--- config.mk ---
export PLATFORM = sky130hd
export DESIGN_NAME = decode_stage
export DESIGN_NICKNAME = d
export VERILOG_FILES = /design/src/common/decode_pkg.sv /design/src/common/dec_if.sv /design/src/decode/inst_decoder.sv /design/src/decode/reg_file.sv /design/src/decode/issue_ctrl.sv /design/src/logic/decode_stage.sv
export SDC_FILE = /design/constraint.sdc
export NUM_CORES = 2
export LEC_CHECK = 0
export BUFFER_PORTS_ARGS = -buffer_cell sky130_fd_sc_hd__buf_4
export CORE_MARGIN = 2
export CORE_UTILIZATION = 45
export DETAILED_ROUTE_END_ITERATION = 10
export PLACE_DENSITY_LB_ADDON = 0.15
export SYNTH_ARGS = -nofsm -noshare
export SYNTH_HDL_FRONTEND = slang
export SYNTH_HIERARCHICAL = 1
export SYNTH_SLANG_ARGS = --single-unit
--- constraint.sdc ---
create_clock -name clk -period 42.9 [get_ports clk]
set_input_delay 8.58 -clock clk [delete_from_list [all_inputs] [get_ports clk]]
set_output_delay 8.58 -clock clk [all_outputs]
set_load 0.01 [all_outputs]
--- src/common/decode_pkg.sv ---
package decode_pkg;

  //////////////////////////////
  // Widths and basic types
  //////////////////////////////

  localparam int xlen     = 32; // Data and instruction width
  localparam int num_regs = 32; // Architectural registers

  typedef logic [xlen-1:0]             word_t;
  typedef logic [$clog2(num_regs)-1:0] reg_idx_t;

  //////////////////////////////
  // Opcodes
  //////////////////////////////

  // RV32I major opcodes in inst[6:0]
  typedef enum logic [6:0] {
    opc_op     = 7'b0110011,
    opc_op_imm = 7'b0010011,
    opc_lui    = 7'b0110111,
    opc_auipc  = 7'b0010111,
    opc_load   = 7'b0000011,
    opc_store  = 7'b0100011,
    opc_jal    = 7'b1101111,
    opc_jalr   = 7'b1100111,
    opc_branch = 7'b1100011
  } major_op_e;

  // Internal opcode handed to execute
  typedef enum logic [5:0] {
    iop_add,
    iop_sub,
    iop_and,
    iop_or,
    iop_xor,
    iop_slt,
    iop_sltu,
    iop_sra,
    iop_srl,
    iop_sll,
    iop_addi,
    iop_andi,
    iop_ori,
    iop_xori,
    iop_slti,
    iop_sltiu,
    iop_srai,
    iop_srli,
    iop_slli,
    iop_lui,
    iop_auipc,
    iop_lw,
    iop_sw,
    iop_jal,
    iop_jalr,
    iop_beq,
    iop_bne,
    iop_blt,
    iop_bge,
    iop_bltu,
    iop_bgeu,
    iop_invalid  // Unknown encoding
  } iop_e;

  // Immediate layouts, none for R-type and invalid
  typedef enum logic [2:0] {
    imm_none,
    imm_i,
    imm_s,
    imm_b,
    imm_u,
    imm_j
  } imm_fmt_e;

endpackage

--- src/common/dec_if.sv ---
// Decoded instruction record, decoder to issue control
interface dec_if;

  decode_pkg::iop_e     op;
  decode_pkg::word_t    imm;     // Sign-extended immediate
  decode_pkg::reg_idx_t rs1;
  decode_pkg::reg_idx_t rs2;
  decode_pkg::reg_idx_t rd;
  logic                 use_rs1; // Source really read
  logic                 use_rs2;
  logic                 is_br;   // Conditional branch
  logic                 is_jmp;  // JAL or JALR
  logic                 rd_mem;  // Load
  logic                 wr_mem;  // Store
  logic                 wr_reg;  // Writes a nonzero rd

  modport src (
    output op, imm, rs1, rs2, rd,
    output use_rs1, use_rs2,
    output is_br, is_jmp, rd_mem, wr_mem, wr_reg
  );

  modport dst (
    input op, imm, rs1, rs2, rd,
    input use_rs1, use_rs2,
    input is_br, is_jmp, rd_mem, wr_mem, wr_reg
  );

endinterface

--- src/decode/inst_decoder.sv ---
module inst_decoder (
  input  decode_pkg::word_t inst,
  dec_if.src                dec
);

  // funct3 codes of the ALU group
  localparam logic [2:0] f3_add_sub = 3'b000;
  localparam logic [2:0] f3_sll     = 3'b001;
  localparam logic [2:0] f3_slt     = 3'b010;
  localparam logic [2:0] f3_sltu    = 3'b011;
  localparam logic [2:0] f3_xor     = 3'b100;
  localparam logic [2:0] f3_srl_sra = 3'b101;
  localparam logic [2:0] f3_or      = 3'b110;
  localparam logic [2:0] f3_and     = 3'b111;
  // Memory, jump and branch funct3
  localparam logic [2:0] f3_word    = 3'b010; // LW and SW
  localparam logic [2:0] f3_jalr    = 3'b000;
  localparam logic [2:0] f3_beq     = 3'b000;
  localparam logic [2:0] f3_bne     = 3'b001;
  localparam logic [2:0] f3_blt     = 3'b100;
  localparam logic [2:0] f3_bge     = 3'b101;
  localparam logic [2:0] f3_bltu    = 3'b110;
  localparam logic [2:0] f3_bgeu    = 3'b111;
  // funct7 variants
  localparam logic [6:0] f7_base    = 7'b0000000;
  localparam logic [6:0] f7_alt     = 7'b0100000; // SUB and SRA

  decode_pkg::major_op_e major;
  logic [2:0]            funct3;
  logic [6:0]            funct7;
  decode_pkg::reg_idx_t  rd;
  decode_pkg::iop_e      op;
  decode_pkg::imm_fmt_e  fmt;
  logic                  r_type;

  assign major  = decode_pkg::major_op_e'(inst[6:0]);
  assign funct3 = inst[14:12];
  assign funct7 = inst[31:25];
  assign rd     = inst[11:7];

  assign dec.rs1 = inst[19:15];
  assign dec.rs2 = inst[24:20];
  assign dec.rd  = rd;

  //////////////////////////////
  // Opcode decode
  //////////////////////////////

  always_comb begin
    op = decode_pkg::iop_invalid;
    case (major)
      decode_pkg::opc_op: begin
        if (funct7 == f7_base) begin
          case (funct3)
            f3_add_sub: op = decode_pkg::iop_add;
            f3_sll:     op = decode_pkg::iop_sll;
            f3_slt:     op = decode_pkg::iop_slt;
            f3_sltu:    op = decode_pkg::iop_sltu;
            f3_xor:     op = decode_pkg::iop_xor;
            f3_srl_sra: op = decode_pkg::iop_srl;
            f3_or:      op = decode_pkg::iop_or;
            f3_and:     op = decode_pkg::iop_and;
          endcase
        end else if (funct7 == f7_alt) begin
          if (funct3 == f3_add_sub)
            op = decode_pkg::iop_sub;
          else if (funct3 == f3_srl_sra)
            op = decode_pkg::iop_sra;
        end
      end
      decode_pkg::opc_op_imm: begin
        case (funct3)
          f3_add_sub: op = decode_pkg::iop_addi;
          f3_slt:     op = decode_pkg::iop_slti;
          f3_sltu:    op = decode_pkg::iop_sltiu;
          f3_xor:     op = decode_pkg::iop_xori;
          f3_or:      op = decode_pkg::iop_ori;
          f3_and:     op = decode_pkg::iop_andi;
          f3_sll: begin
            if (funct7 == f7_base) op = decode_pkg::iop_slli;
          end
          f3_srl_sra: begin
            if (funct7 == f7_base)
              op = decode_pkg::iop_srli;
            else if (funct7 == f7_alt)
              op = decode_pkg::iop_srai;
          end
        endcase
      end
      decode_pkg::opc_lui:   op = decode_pkg::iop_lui;
      decode_pkg::opc_auipc: op = decode_pkg::iop_auipc;
      decode_pkg::opc_jal:   op = decode_pkg::iop_jal;
      decode_pkg::opc_jalr: begin
        if (funct3 == f3_jalr) op = decode_pkg::iop_jalr;
      end
      decode_pkg::opc_load: begin
        if (funct3 == f3_word) op = decode_pkg::iop_lw;
      end
      decode_pkg::opc_store: begin
        if (funct3 == f3_word) op = decode_pkg::iop_sw;
      end
      decode_pkg::opc_branch: begin
        case (funct3)
          f3_beq:  op = decode_pkg::iop_beq;
          f3_bne:  op = decode_pkg::iop_bne;
          f3_blt:  op = decode_pkg::iop_blt;
          f3_bge:  op = decode_pkg::iop_bge;
          f3_bltu: op = decode_pkg::iop_bltu;
          f3_bgeu: op = decode_pkg::iop_bgeu;
          default: op = decode_pkg::iop_invalid; // 010 and 011 unused
        endcase
      end
      default: op = decode_pkg::iop_invalid;
    endcase
  end

  // Immediate format per opcode, R-type flagged apart
  always_comb begin
    fmt    = decode_pkg::imm_none;
    r_type = 1'b0;
    case (op)
      decode_pkg::iop_add, decode_pkg::iop_sub, decode_pkg::iop_and, decode_pkg::iop_or,
      decode_pkg::iop_xor, decode_pkg::iop_slt, decode_pkg::iop_sltu, decode_pkg::iop_sra,
      decode_pkg::iop_srl, decode_pkg::iop_sll:
        r_type = 1'b1;
      decode_pkg::iop_addi, decode_pkg::iop_andi, decode_pkg::iop_ori, decode_pkg::iop_xori,
      decode_pkg::iop_slti, decode_pkg::iop_sltiu, decode_pkg::iop_srai, decode_pkg::iop_srli,
      decode_pkg::iop_slli, decode_pkg::iop_lw, decode_pkg::iop_jalr:
        fmt = decode_pkg::imm_i;
      decode_pkg::iop_sw:
        fmt = decode_pkg::imm_s;
      decode_pkg::iop_beq, decode_pkg::iop_bne, decode_pkg::iop_blt, decode_pkg::iop_bge,
      decode_pkg::iop_bltu, decode_pkg::iop_bgeu:
        fmt = decode_pkg::imm_b;
      decode_pkg::iop_lui, decode_pkg::iop_auipc:
        fmt = decode_pkg::imm_u;
      decode_pkg::iop_jal:
        fmt = decode_pkg::imm_j;
      default: ;
    endcase
  end

  //////////////////////////////
  // Immediate and flags
  //////////////////////////////

  always_comb begin
    case (fmt)
      decode_pkg::imm_i: dec.imm = {{20{inst[31]}}, inst[31:20]};
      decode_pkg::imm_s: dec.imm = {{20{inst[31]}}, inst[31:25], inst[11:7]};
      decode_pkg::imm_b: dec.imm = {{19{inst[31]}}, inst[31], inst[7], inst[30:25],
                                    inst[11:8], 1'b0};
      decode_pkg::imm_u: dec.imm = {inst[31:12], 12'b0};
      decode_pkg::imm_j: dec.imm = {{11{inst[31]}}, inst[31], inst[19:12], inst[20],
                                    inst[30:21], 1'b0};
      default:           dec.imm = '0;
    endcase
  end

  assign dec.op      = op;
  assign dec.use_rs1 = r_type || (fmt inside {decode_pkg::imm_i, decode_pkg::imm_s,
                                              decode_pkg::imm_b});
  assign dec.use_rs2 = r_type || (fmt inside {decode_pkg::imm_s, decode_pkg::imm_b});
  assign dec.is_br   = op inside {decode_pkg::iop_beq, decode_pkg::iop_bne, decode_pkg::iop_blt,
                                  decode_pkg::iop_bge, decode_pkg::iop_bltu, decode_pkg::iop_bgeu};
  assign dec.is_jmp  = op inside {decode_pkg::iop_jal, decode_pkg::iop_jalr};
  assign dec.rd_mem  = (op == decode_pkg::iop_lw);
  assign dec.wr_mem  = (op == decode_pkg::iop_sw);

  // Stores, branches and bad encodings never write back
  assign dec.wr_reg  = !(dec.is_br || dec.wr_mem || op == decode_pkg::iop_invalid)
                       && (rd != '0);

endmodule

--- src/decode/reg_file.sv ---
module reg_file (
  input  logic                 clk,
  input  logic                 reset,
  input  decode_pkg::reg_idx_t rs1,
  input  decode_pkg::reg_idx_t rs2,
  output decode_pkg::word_t    rs1_val,
  output decode_pkg::word_t    rs2_val,
  input  logic                 wb_wr_reg,
  input  decode_pkg::reg_idx_t wb_regno,
  input  decode_pkg::word_t    wb_regval
);

  decode_pkg::word_t regs [decode_pkg::num_regs];
  logic              wr_en;

  // x0 is hardwired to zero
  assign wr_en = wb_wr_reg && (wb_regno != '0);

  //////////////////////////////
  // Write port
  //////////////////////////////

  always_ff @(posedge clk or posedge reset) begin
    if (reset) begin
      for (int i = 0; i < decode_pkg::num_regs; i++) begin
        regs[i] <= '0;
      end
    end else if (wr_en) begin
      regs[wb_regno] <= wb_regval;
    end
  end

  //////////////////////////////
  // Read ports
  //////////////////////////////

  // Write-first bypass so a same-cycle write is seen
  assign rs1_val = (wr_en && wb_regno == rs1) ? wb_regval : regs[rs1];
  assign rs2_val = (wr_en && wb_regno == rs2) ? wb_regval : regs[rs2];

endmodule

--- src/decode/issue_ctrl.sv ---
module issue_ctrl (
  input  logic                 clk,
  input  logic                 reset,
  input  logic                 fe_valid,
  input  decode_pkg::word_t    fe_pc,
  input  logic                 br_mispred,
  dec_if.dst                   dec,
  input  decode_pkg::word_t    rs1_val,
  input  decode_pkg::word_t    rs2_val,
  input  logic                 wb_wr_reg,
  input  decode_pkg::reg_idx_t wb_regno,
  output logic                 stall,
  output logic                 de_valid,
  output decode_pkg::word_t    de_pc,
  output decode_pkg::iop_e     de_op,
  output decode_pkg::word_t    de_rs1_val,
  output decode_pkg::word_t    de_rs2_val,
  output decode_pkg::word_t    de_imm,
  output logic                 de_is_br,
  output logic                 de_is_jmp,
  output logic                 de_rd_mem,
  output logic                 de_wr_mem,
  output logic                 de_wr_reg,
  output decode_pkg::reg_idx_t de_rd
);

  logic [decode_pkg::num_regs-1:0] in_use;      // Pending writes
  logic [decode_pkg::num_regs-1:0] in_use_next;
  logic                            hazard;
  logic                            accept;

  //////////////////////////////
  // Hazards and scoreboard
  //////////////////////////////

  assign hazard = (dec.use_rs1 && in_use[dec.rs1]) || (dec.use_rs2 && in_use[dec.rs2]);
  assign stall  = br_mispred || (fe_valid && hazard);
  assign accept = fe_valid && !stall;

  always_comb begin
    in_use_next = in_use;
    if (wb_wr_reg)
      in_use_next[wb_regno] = 1'b0;
    // Applied last so a new writer beats the write-back clear
    if (accept && dec.wr_reg)
      in_use_next[dec.rd] = 1'b1;
  end

  always_ff @(posedge clk or posedge reset) begin
    if (reset)
      in_use <= '0;
    else
      in_use <= in_use_next;
  end

  //////////////////////////////
  // Execute latch
  //////////////////////////////

  // Valid and flags, zeroed for a bubble
  always_ff @(posedge clk or posedge reset) begin
    if (reset) begin
      de_valid  <= 1'b0;
      de_is_br  <= 1'b0;
      de_is_jmp <= 1'b0;
      de_rd_mem <= 1'b0;
      de_wr_mem <= 1'b0;
      de_wr_reg <= 1'b0;
    end else begin
      de_valid  <= accept;
      de_is_br  <= accept && dec.is_br;
      de_is_jmp <= accept && dec.is_jmp;
      de_rd_mem <= accept && dec.rd_mem;
      de_wr_mem <= accept && dec.wr_mem;
      de_wr_reg <= accept && dec.wr_reg;
    end
  end

  // Payload only means something with de_valid
  always_ff @(posedge clk) begin
    de_pc      <= fe_pc;
    de_op      <= dec.op;
    de_rs1_val <= rs1_val;
    de_rs2_val <= rs2_val;
    de_imm     <= dec.imm;
    de_rd      <= dec.rd;
  end

endmodule

--- src/logic/decode_stage.sv ---
module decode_stage (
  input  logic                 clk,
  input  logic                 reset,
  input  logic                 fe_valid,
  input  decode_pkg::word_t    fe_inst,
  input  decode_pkg::word_t    fe_pc,
  input  logic                 br_mispred,   // Level from execute
  input  logic                 wb_wr_reg,
  input  decode_pkg::reg_idx_t wb_regno,
  input  decode_pkg::word_t    wb_regval,
  output logic                 stall,        // Hold request to fetch
  output logic                 de_valid,
  output decode_pkg::word_t    de_pc,
  output decode_pkg::iop_e     de_op,
  output decode_pkg::word_t    de_rs1_val,
  output decode_pkg::word_t    de_rs2_val,
  output decode_pkg::word_t    de_imm,
  output logic                 de_is_br,
  output logic                 de_is_jmp,
  output logic                 de_rd_mem,
  output logic                 de_wr_mem,
  output logic                 de_wr_reg,
  output decode_pkg::reg_idx_t de_rd
);

  dec_if             dec_bus ();
  decode_pkg::word_t rs1_val;
  decode_pkg::word_t rs2_val;

  inst_decoder u_inst_decoder (
    .inst (fe_inst),
    .dec  (dec_bus.src)
  );

  // Source indices come straight from the decoder
  reg_file u_reg_file (
    .clk       (clk),
    .reset     (reset),
    .rs1       (dec_bus.rs1),
    .rs2       (dec_bus.rs2),
    .rs1_val   (rs1_val),
    .rs2_val   (rs2_val),
    .wb_wr_reg (wb_wr_reg),
    .wb_regno  (wb_regno),
    .wb_regval (wb_regval)
  );

  issue_ctrl u_issue_ctrl (
    .clk        (clk),
    .reset      (reset),
    .fe_valid   (fe_valid),
    .fe_pc      (fe_pc),
    .br_mispred (br_mispred),
    .dec        (dec_bus.dst),
    .rs1_val    (rs1_val),
    .rs2_val    (rs2_val),
    .wb_wr_reg  (wb_wr_reg),
    .wb_regno   (wb_regno),
    .stall      (stall),
    .de_valid   (de_valid),
    .de_pc      (de_pc),
    .de_op      (de_op),
    .de_rs1_val (de_rs1_val),
    .de_rs2_val (de_rs2_val),
    .de_imm     (de_imm),
    .de_is_br   (de_is_br),
    .de_is_jmp  (de_is_jmp),
    .de_rd_mem  (de_rd_mem),
    .de_wr_mem  (de_wr_mem),
    .de_wr_reg  (de_wr_reg),
    .de_rd      (de_rd)
  );

endmodule

# Yosys cells after proc, flatten, opt, wreduce, memory -nomap -nowiden
# Memories as Yosys holds them, arrays and structs flattened.
# Cells that the tools add are included.
# word_totals
register_bits	1201
rom_bits	32
inputBits	106
output_inout_bits	146
memories	1
# classes
n_lt_le_gt_ge	10
n_eq_ne	55
n_mux	37
n_bitwise	6
n_reduce_logical	37
# mem_list
memory	depth	word_bits	read_ports	rd_ports_with_merged_regs	wr	line	text
(no name shown)	8	4	1	0	0	inst_decoder.sv:54	case (funct3)
# ops
cell	n
bitwise mux 1024 bit	1
binary-select mux 32 bit (select 5 bit)	2
two-way mux 32 bit	9
demux 32 bit (select 5 bit)	1
case mux 32 bit (5 select lines)	1
== test 6 x 5 -> 1 bit, second input constant	16
case mux 6 bit (9 select lines)	1
== test 6 x 4 -> 1 bit, second input constant	8
case mux 6 bit (8 select lines)	1
bitwise AND 32 bit	1
inverter 32 bit	1
bitwise OR 32 bit	1
== test 7 x 6 -> 1 bit, second input constant	4
== test 6 x 3 -> 1 bit, second input constant	4
less-than comparator 5 x 6 -> 1 bit, second input constant	4
two-way mux 6 bit	4
== test 7 bit, second input constant	3
== test 3 bit, second input constant	6
greater-or-equal comparator 6 bit, second input constant	3
inverter 5 -> 6 bit	3
case mux 3 bit (6 select lines)	1
logical AND 1 bit	16
two-way mux 4 bit	4
case mux 3 bit (5 select lines)	1
27 further kinds	49

# Longest topological paths before layout
# logic_depth
depth_word	20
depth_mapped	18

# Hierarchy
# The synthesis kept the hierarchy.
# modules_own_cells
module	n_inst	cells_per_inst	area_each_um2	seq_area_each_um2
reg_file	1	3483	53719.0	25624.6
issue_ctrl	1	352	5073.6	3733.6
inst_decoder	1	223	1620.3	0.0

# Worst setup path before layout
# No wires, ideal clock.
# synth_path
path_kind	input -> output
start	input fe_inst[13]
end	output stall
t_arrival_ps	11875
path_slack_ps	22445
stages	15
path_buffers	3
cell_sequence	clkbuf_1 > inv_1 > ha_1 > or4b_1 > o311ai_1 > a211oi_1 > a311oi_2 > and2_1 > buf_4 > o221a_4 > nand3_1 > a21bo_2 > a32o_1 > buf_2 > a21o_1
# synth_via
elab_chain_len	16
word_cells_on_any_way	68
# synth_lines
item	line	text
from (decl)	decode_stage.sv:5	input decode_pkg::word_t fe_inst,
== test 3 bit	inst_decoder.sv:67, inst_decoder.sv:72, inst_decoder.sv:103	
two-way mux 5 bit	inst_decoder.sv:67	else if (funct3 == f3_srl_sra)
two-way mux 6 bit	inst_decoder.sv:65	if (funct3 == f3_add_sub)
two-way mux 6 bit	inst_decoder.sv:64	end else if (funct7 == f7_alt) begin
two-way mux 6 bit	inst_decoder.sv:53	if (funct7 == f7_base) begin
case mux 6 bit (9 select lines) (*)	inst_decoder.sv:51	case (major)
== test 6 x 4 -> 1 bit / == test 6 x 5 -> 1 bit (equally long branches)	inst_decoder.sv:121	case (op)
OR reduction 11 bit, or another cell as far along	inst_decoder.sv:121	
case mux 3 bit (5 select lines)	inst_decoder.sv:121	
== test 3 x 1 -> 1 bit / == test 3 x 2 -> 1 bit (equally long branches)	inst_decoder.sv:161	assign dec.use_rs1 = r_type || (fmt inside {decode_pkg::imm_i, decode_pkg::imm_s,
nonzero test 3 bit	inst_decoder.sv:161	
logical OR 1 bit (*)	inst_decoder.sv:161	
net dec_bus.use_rs1	dec_if.sv:9	logic use_rs1;
logical AND 1 bit (*)	issue_ctrl.sv:36	assign hazard = (dec.use_rs1 && in_use[dec.rs1]) || (dec.use_rs2 && in_use[dec.rs2]);
logical OR 1 bit (*)	issue_ctrl.sv:36	
logical AND 1 bit (*)	issue_ctrl.sv:37	assign stall = br_mispred || (fe_valid && hazard);
logical OR 1 bit (*)	issue_ctrl.sv:37	
to (decl)	decode_stage.sv:11	output logic stall,
# The timed path passes the listed nets; every way through them passes the cells marked *.

# Final worst setup path
# layout_path
start	input fe_inst[13]
end	output stall
# layout_via
word_cells_on_any_way	68
# layout_lines
item	line	text
branches (longest 4 deep; another with memory read (8 x 4 bit))	n/a	
case mux 6 bit (9 select lines) (*)	inst_decoder.sv:51	
net dec_bus.op[0]	dec_if.sv:4	decode_pkg::iop_e op;
== test 6 x 4 -> 1 bit / == test 6 x 5 -> 1 bit (equally long branches)	inst_decoder.sv:121	
OR reduction 11 bit, or another cell as far along	inst_decoder.sv:121	
case mux 3 bit (5 select lines)	inst_decoder.sv:121	
== test 3 x 1 -> 1 bit / == test 3 x 2 -> 1 bit (equally long branches)	inst_decoder.sv:161	
nonzero test 3 bit	inst_decoder.sv:161	
logical OR 1 bit (*)	inst_decoder.sv:161	
net dec_bus.use_rs1	dec_if.sv:9	
logical AND 1 bit (*)	issue_ctrl.sv:36	
logical OR 1 bit (*)	issue_ctrl.sv:36	
logical AND 1 bit (*)	issue_ctrl.sv:37	
logical OR 1 bit (*)	issue_ctrl.sv:37	
# Mark *: on every way through the listed nets, which the timed path passes.

==> metrics.yaml <==
run_status:
  status: "finished, final reports clean"
synthesis:
  muxShareOfSynthArea: 0.386
  ys_types: 88
  synth_cells: 4058
  ys_ff_latch: 1201
  synthArstFlopShare: 0.884
  synth_ff_type: "dfrtp_1"
  synth_fa_ha_area_frac: 0.00101
  syn_area_per_cell_um2: 14.9
  syn_nets: 4168
  synthSimpleGateAreaFrac: 0.0327
  synth_compound_area_frac: 0.0518
  synth_top_family_by_area: "multiplexers"
  ys_seq_area_frac: 0.486
  yosys_warnings: 6
  synth-xor-area-share: 0.00145
  synth_edf_count: 0
  synth_area_um2: 60400
hold_path:
  hold_path_class: "reg2reg"
clock_tree:
  tritoncts: "built"
  clk_latency_ns: 0.79
  clk_pin_slew_worst_paths_ns: 0.05
  cts_buffer_depth: 3
  postCtsHoldBufs: 0
  cts_max_level: 4
  cts-root-buf: "clkbuf_16"
  clock-sinks: 1201
  post_cts_buffers: 0
  cts_resized: 0
  cts_inserted_buffers: 137
global_route:
  grt_pass1_wl_mm: 270
  grt_max_degree: 176
  antenna_found_initial: 3
  globalRouteTotalUtil: 0.269
  first_global_vias: 38769
  overflow: 0
critical_path:
  end_kind: "output port"
  path_common_cell: "buf_4"
  critPathSlowestCell: "a211oi_2"
  critPathArrivalTime_ns: 13.29
  critPathRequiredTime_ns: 34.32
  path_cells: "buf_4 -> inv_1 -> ha_1 -> or4b_1 -> o311ai_1 -> a311oi_1 -> nor3_2 -> inv_2 -> a211o_1 -> a211oi_2 -> nor2_2 -> a21bo_2 -> a32o_1 -> buf_4 -> a21o_1 -> buf_4"
  critPathKind: "in2out"
  slowest_delay_ns: 0.83
  path_buf_inv: 5
  cpLargestDelayFamily: "compound AO/OA/AOI/OAI gates"
  path_max_fanout: 39
  start_kind: "input pin"
detailed_routing:
  avgViaCountPerCell: 6.46
  wirelength_mm: 183
  wire_per_inst_um: 30.8
  ant_nets: 0
  vias: 38394
  drt_iter0_drc: 3391
  drc: 0
  dr.pass1.iters: 5
sta:
  slew_headroom: 0.236
  worst_slew_pin_slew_ns: 1.15
  finalCriticalPeriod_ns: 21.87
  tns_ns: 0
  period_share: 0.510
  rsz0062_at_grt: "false"
  skew_ns: 0.0297
  hold_violations: 0
  hold_slack_ns: 0.393
  setup_violations: 0
  drv_slew: 0
  fmax_mhz: 45.7
die:
  rows: 134
  pin_count: 252
  die_y_um: 370
  dieArea_um2: 137000
  initial_core_util: 0.453
  core-area_um2: 133000
  die_w_um: 370
power_and_ir_drop:
  powerDensity_nw_per_um2: 47.2
  peakVddDrop_mv: 0.0398
  power_leakage_nw: 28.9
placement:
  dp_cells: 5695
  globalplace.congestion: 0.818
  portBuffers: 251
  place_area_um2: 62900
  dp_hpwl_mm: 93.8
layout:
  utilization: 0.505
  top_register: "u_reg_file/regs"
  fin_area_um2: 67300
  layout_commonest_cell: "dfrtp_1"
  final_cell_mix: "dfrtp_1 (1062), mux2_2 (996), mux4_2 (517)"
  area_growth_pct: 11.5
  drive_gt1_frac: 0.508
  largest_register_ffs: 1024
  finalNetCount: 4176
  stdcell_count: 5943
flow_run:
  cap_violations: 0
-- routing by layer --
layer / vias to the layer above / global-route usage / wire [um]
li1: 15771 / - / -
met1: 20857 / 0.385 / 79700
met2: 1420 / 0.415 / 84800
met3: 344 / 0.0486 / 12400
met4: 2 / 0.0935 / 6250
met5: - / 0 / 7
-- area by class of cell --
class | count | area (um2)
flip-flops and latches | 1201 | 29400
fillers | 11259 | 66000
diodes | 1 | 2.50
well taps | 1768 | 2210
repair buffers | 328 | 2530
inverters | 19 | 78.8
clock inverters | 36 | 288
clock buffers | 211 | 4100
multi-input cells | 2379 | 28800
-- metrics by stage --
stage,power (mW),worst slack (ns)
global placement,2.02,21.15
CTS,3.20,21.04
detailed placement,2.04,21.05
floorplan,1.89,5.50
global route,3.32,20.66
finish,3.18,21.03
-- cell usage after synthesis, types with 8 or more instances --
cell type	count	area share
nor2b_1	13	0.0013
buf_2	162	0.013
mux4_1	9	0.0039
inv_1	17	0.0011
nand2_1	112	0.0070
nor3b_1	8	0.00099
buf_6	39	0.0073
buf_4	35	0.0043
o31ai_1	22	0.0027
or4_1	65	0.0081
nor2_1	42	0.0026
clkbuf_1	160	0.0099
o21ai_0	102	0.0085
nand3_1	19	0.0016
a21o_1	15	0.0019
nand3b_1	23	0.0029
buf_1	56	0.0035
o41ai_2	8	0.0022
dfrtp_1	1062	0.44
nor3_1	8	0.00066
mux2_2	996	0.19
mux2i_1	10	0.0017
mux4_2	517	0.19
o22ai_1	254	0.026
mux2_1	9	0.0017
dfxtp_1	139	0.046
-- cells by family (layout without fill, tap and decap cells) --
kind of cell | after synthesis | after routing
and+or+nand+nor | 348 | 348
muxes | 1541 | 1541
AOI/OAI and AO/OA | 474 | 474
other | 1 | 2
adders and majority gates | 5 | 5
xor gates and xnor gates | 10 | 10
buffers and inverters | 478 | 594
DFF | 1201 | 1201
-- worst paths after layout --
check / start / end / slack, ns / cells after the start
worst max-delay path: fe_inst[13] / stall / 21.03 / 16
worst min-delay path: u_reg_file/regs[1004] / u_reg_file/regs[1004] / 0.39 / 0
worst max register to register: u_issue_ctrl/in_use[17] / u_issue_ctrl/in_use[5] / 40.31 / 6
worst min register to register: u_reg_file/regs[1004] / u_reg_file/regs[1004] / 0.39 / 0
max in group asynchronous: reset / u_reg_file/regs[490] / 31.76 / 5
min in group asynchronous: reset / u_reg_file/regs[62] / 7.97 / 2
-- power by group --
| group | switching [mW] | internal, mW |
|---|---|---|
| logic | 0.219 | 0.347 |
| registers | 0.129 | 1.33 |
| clock network | 0.481 | 0.671 |
Note: power is estimated with default switching activity, not from simulation.
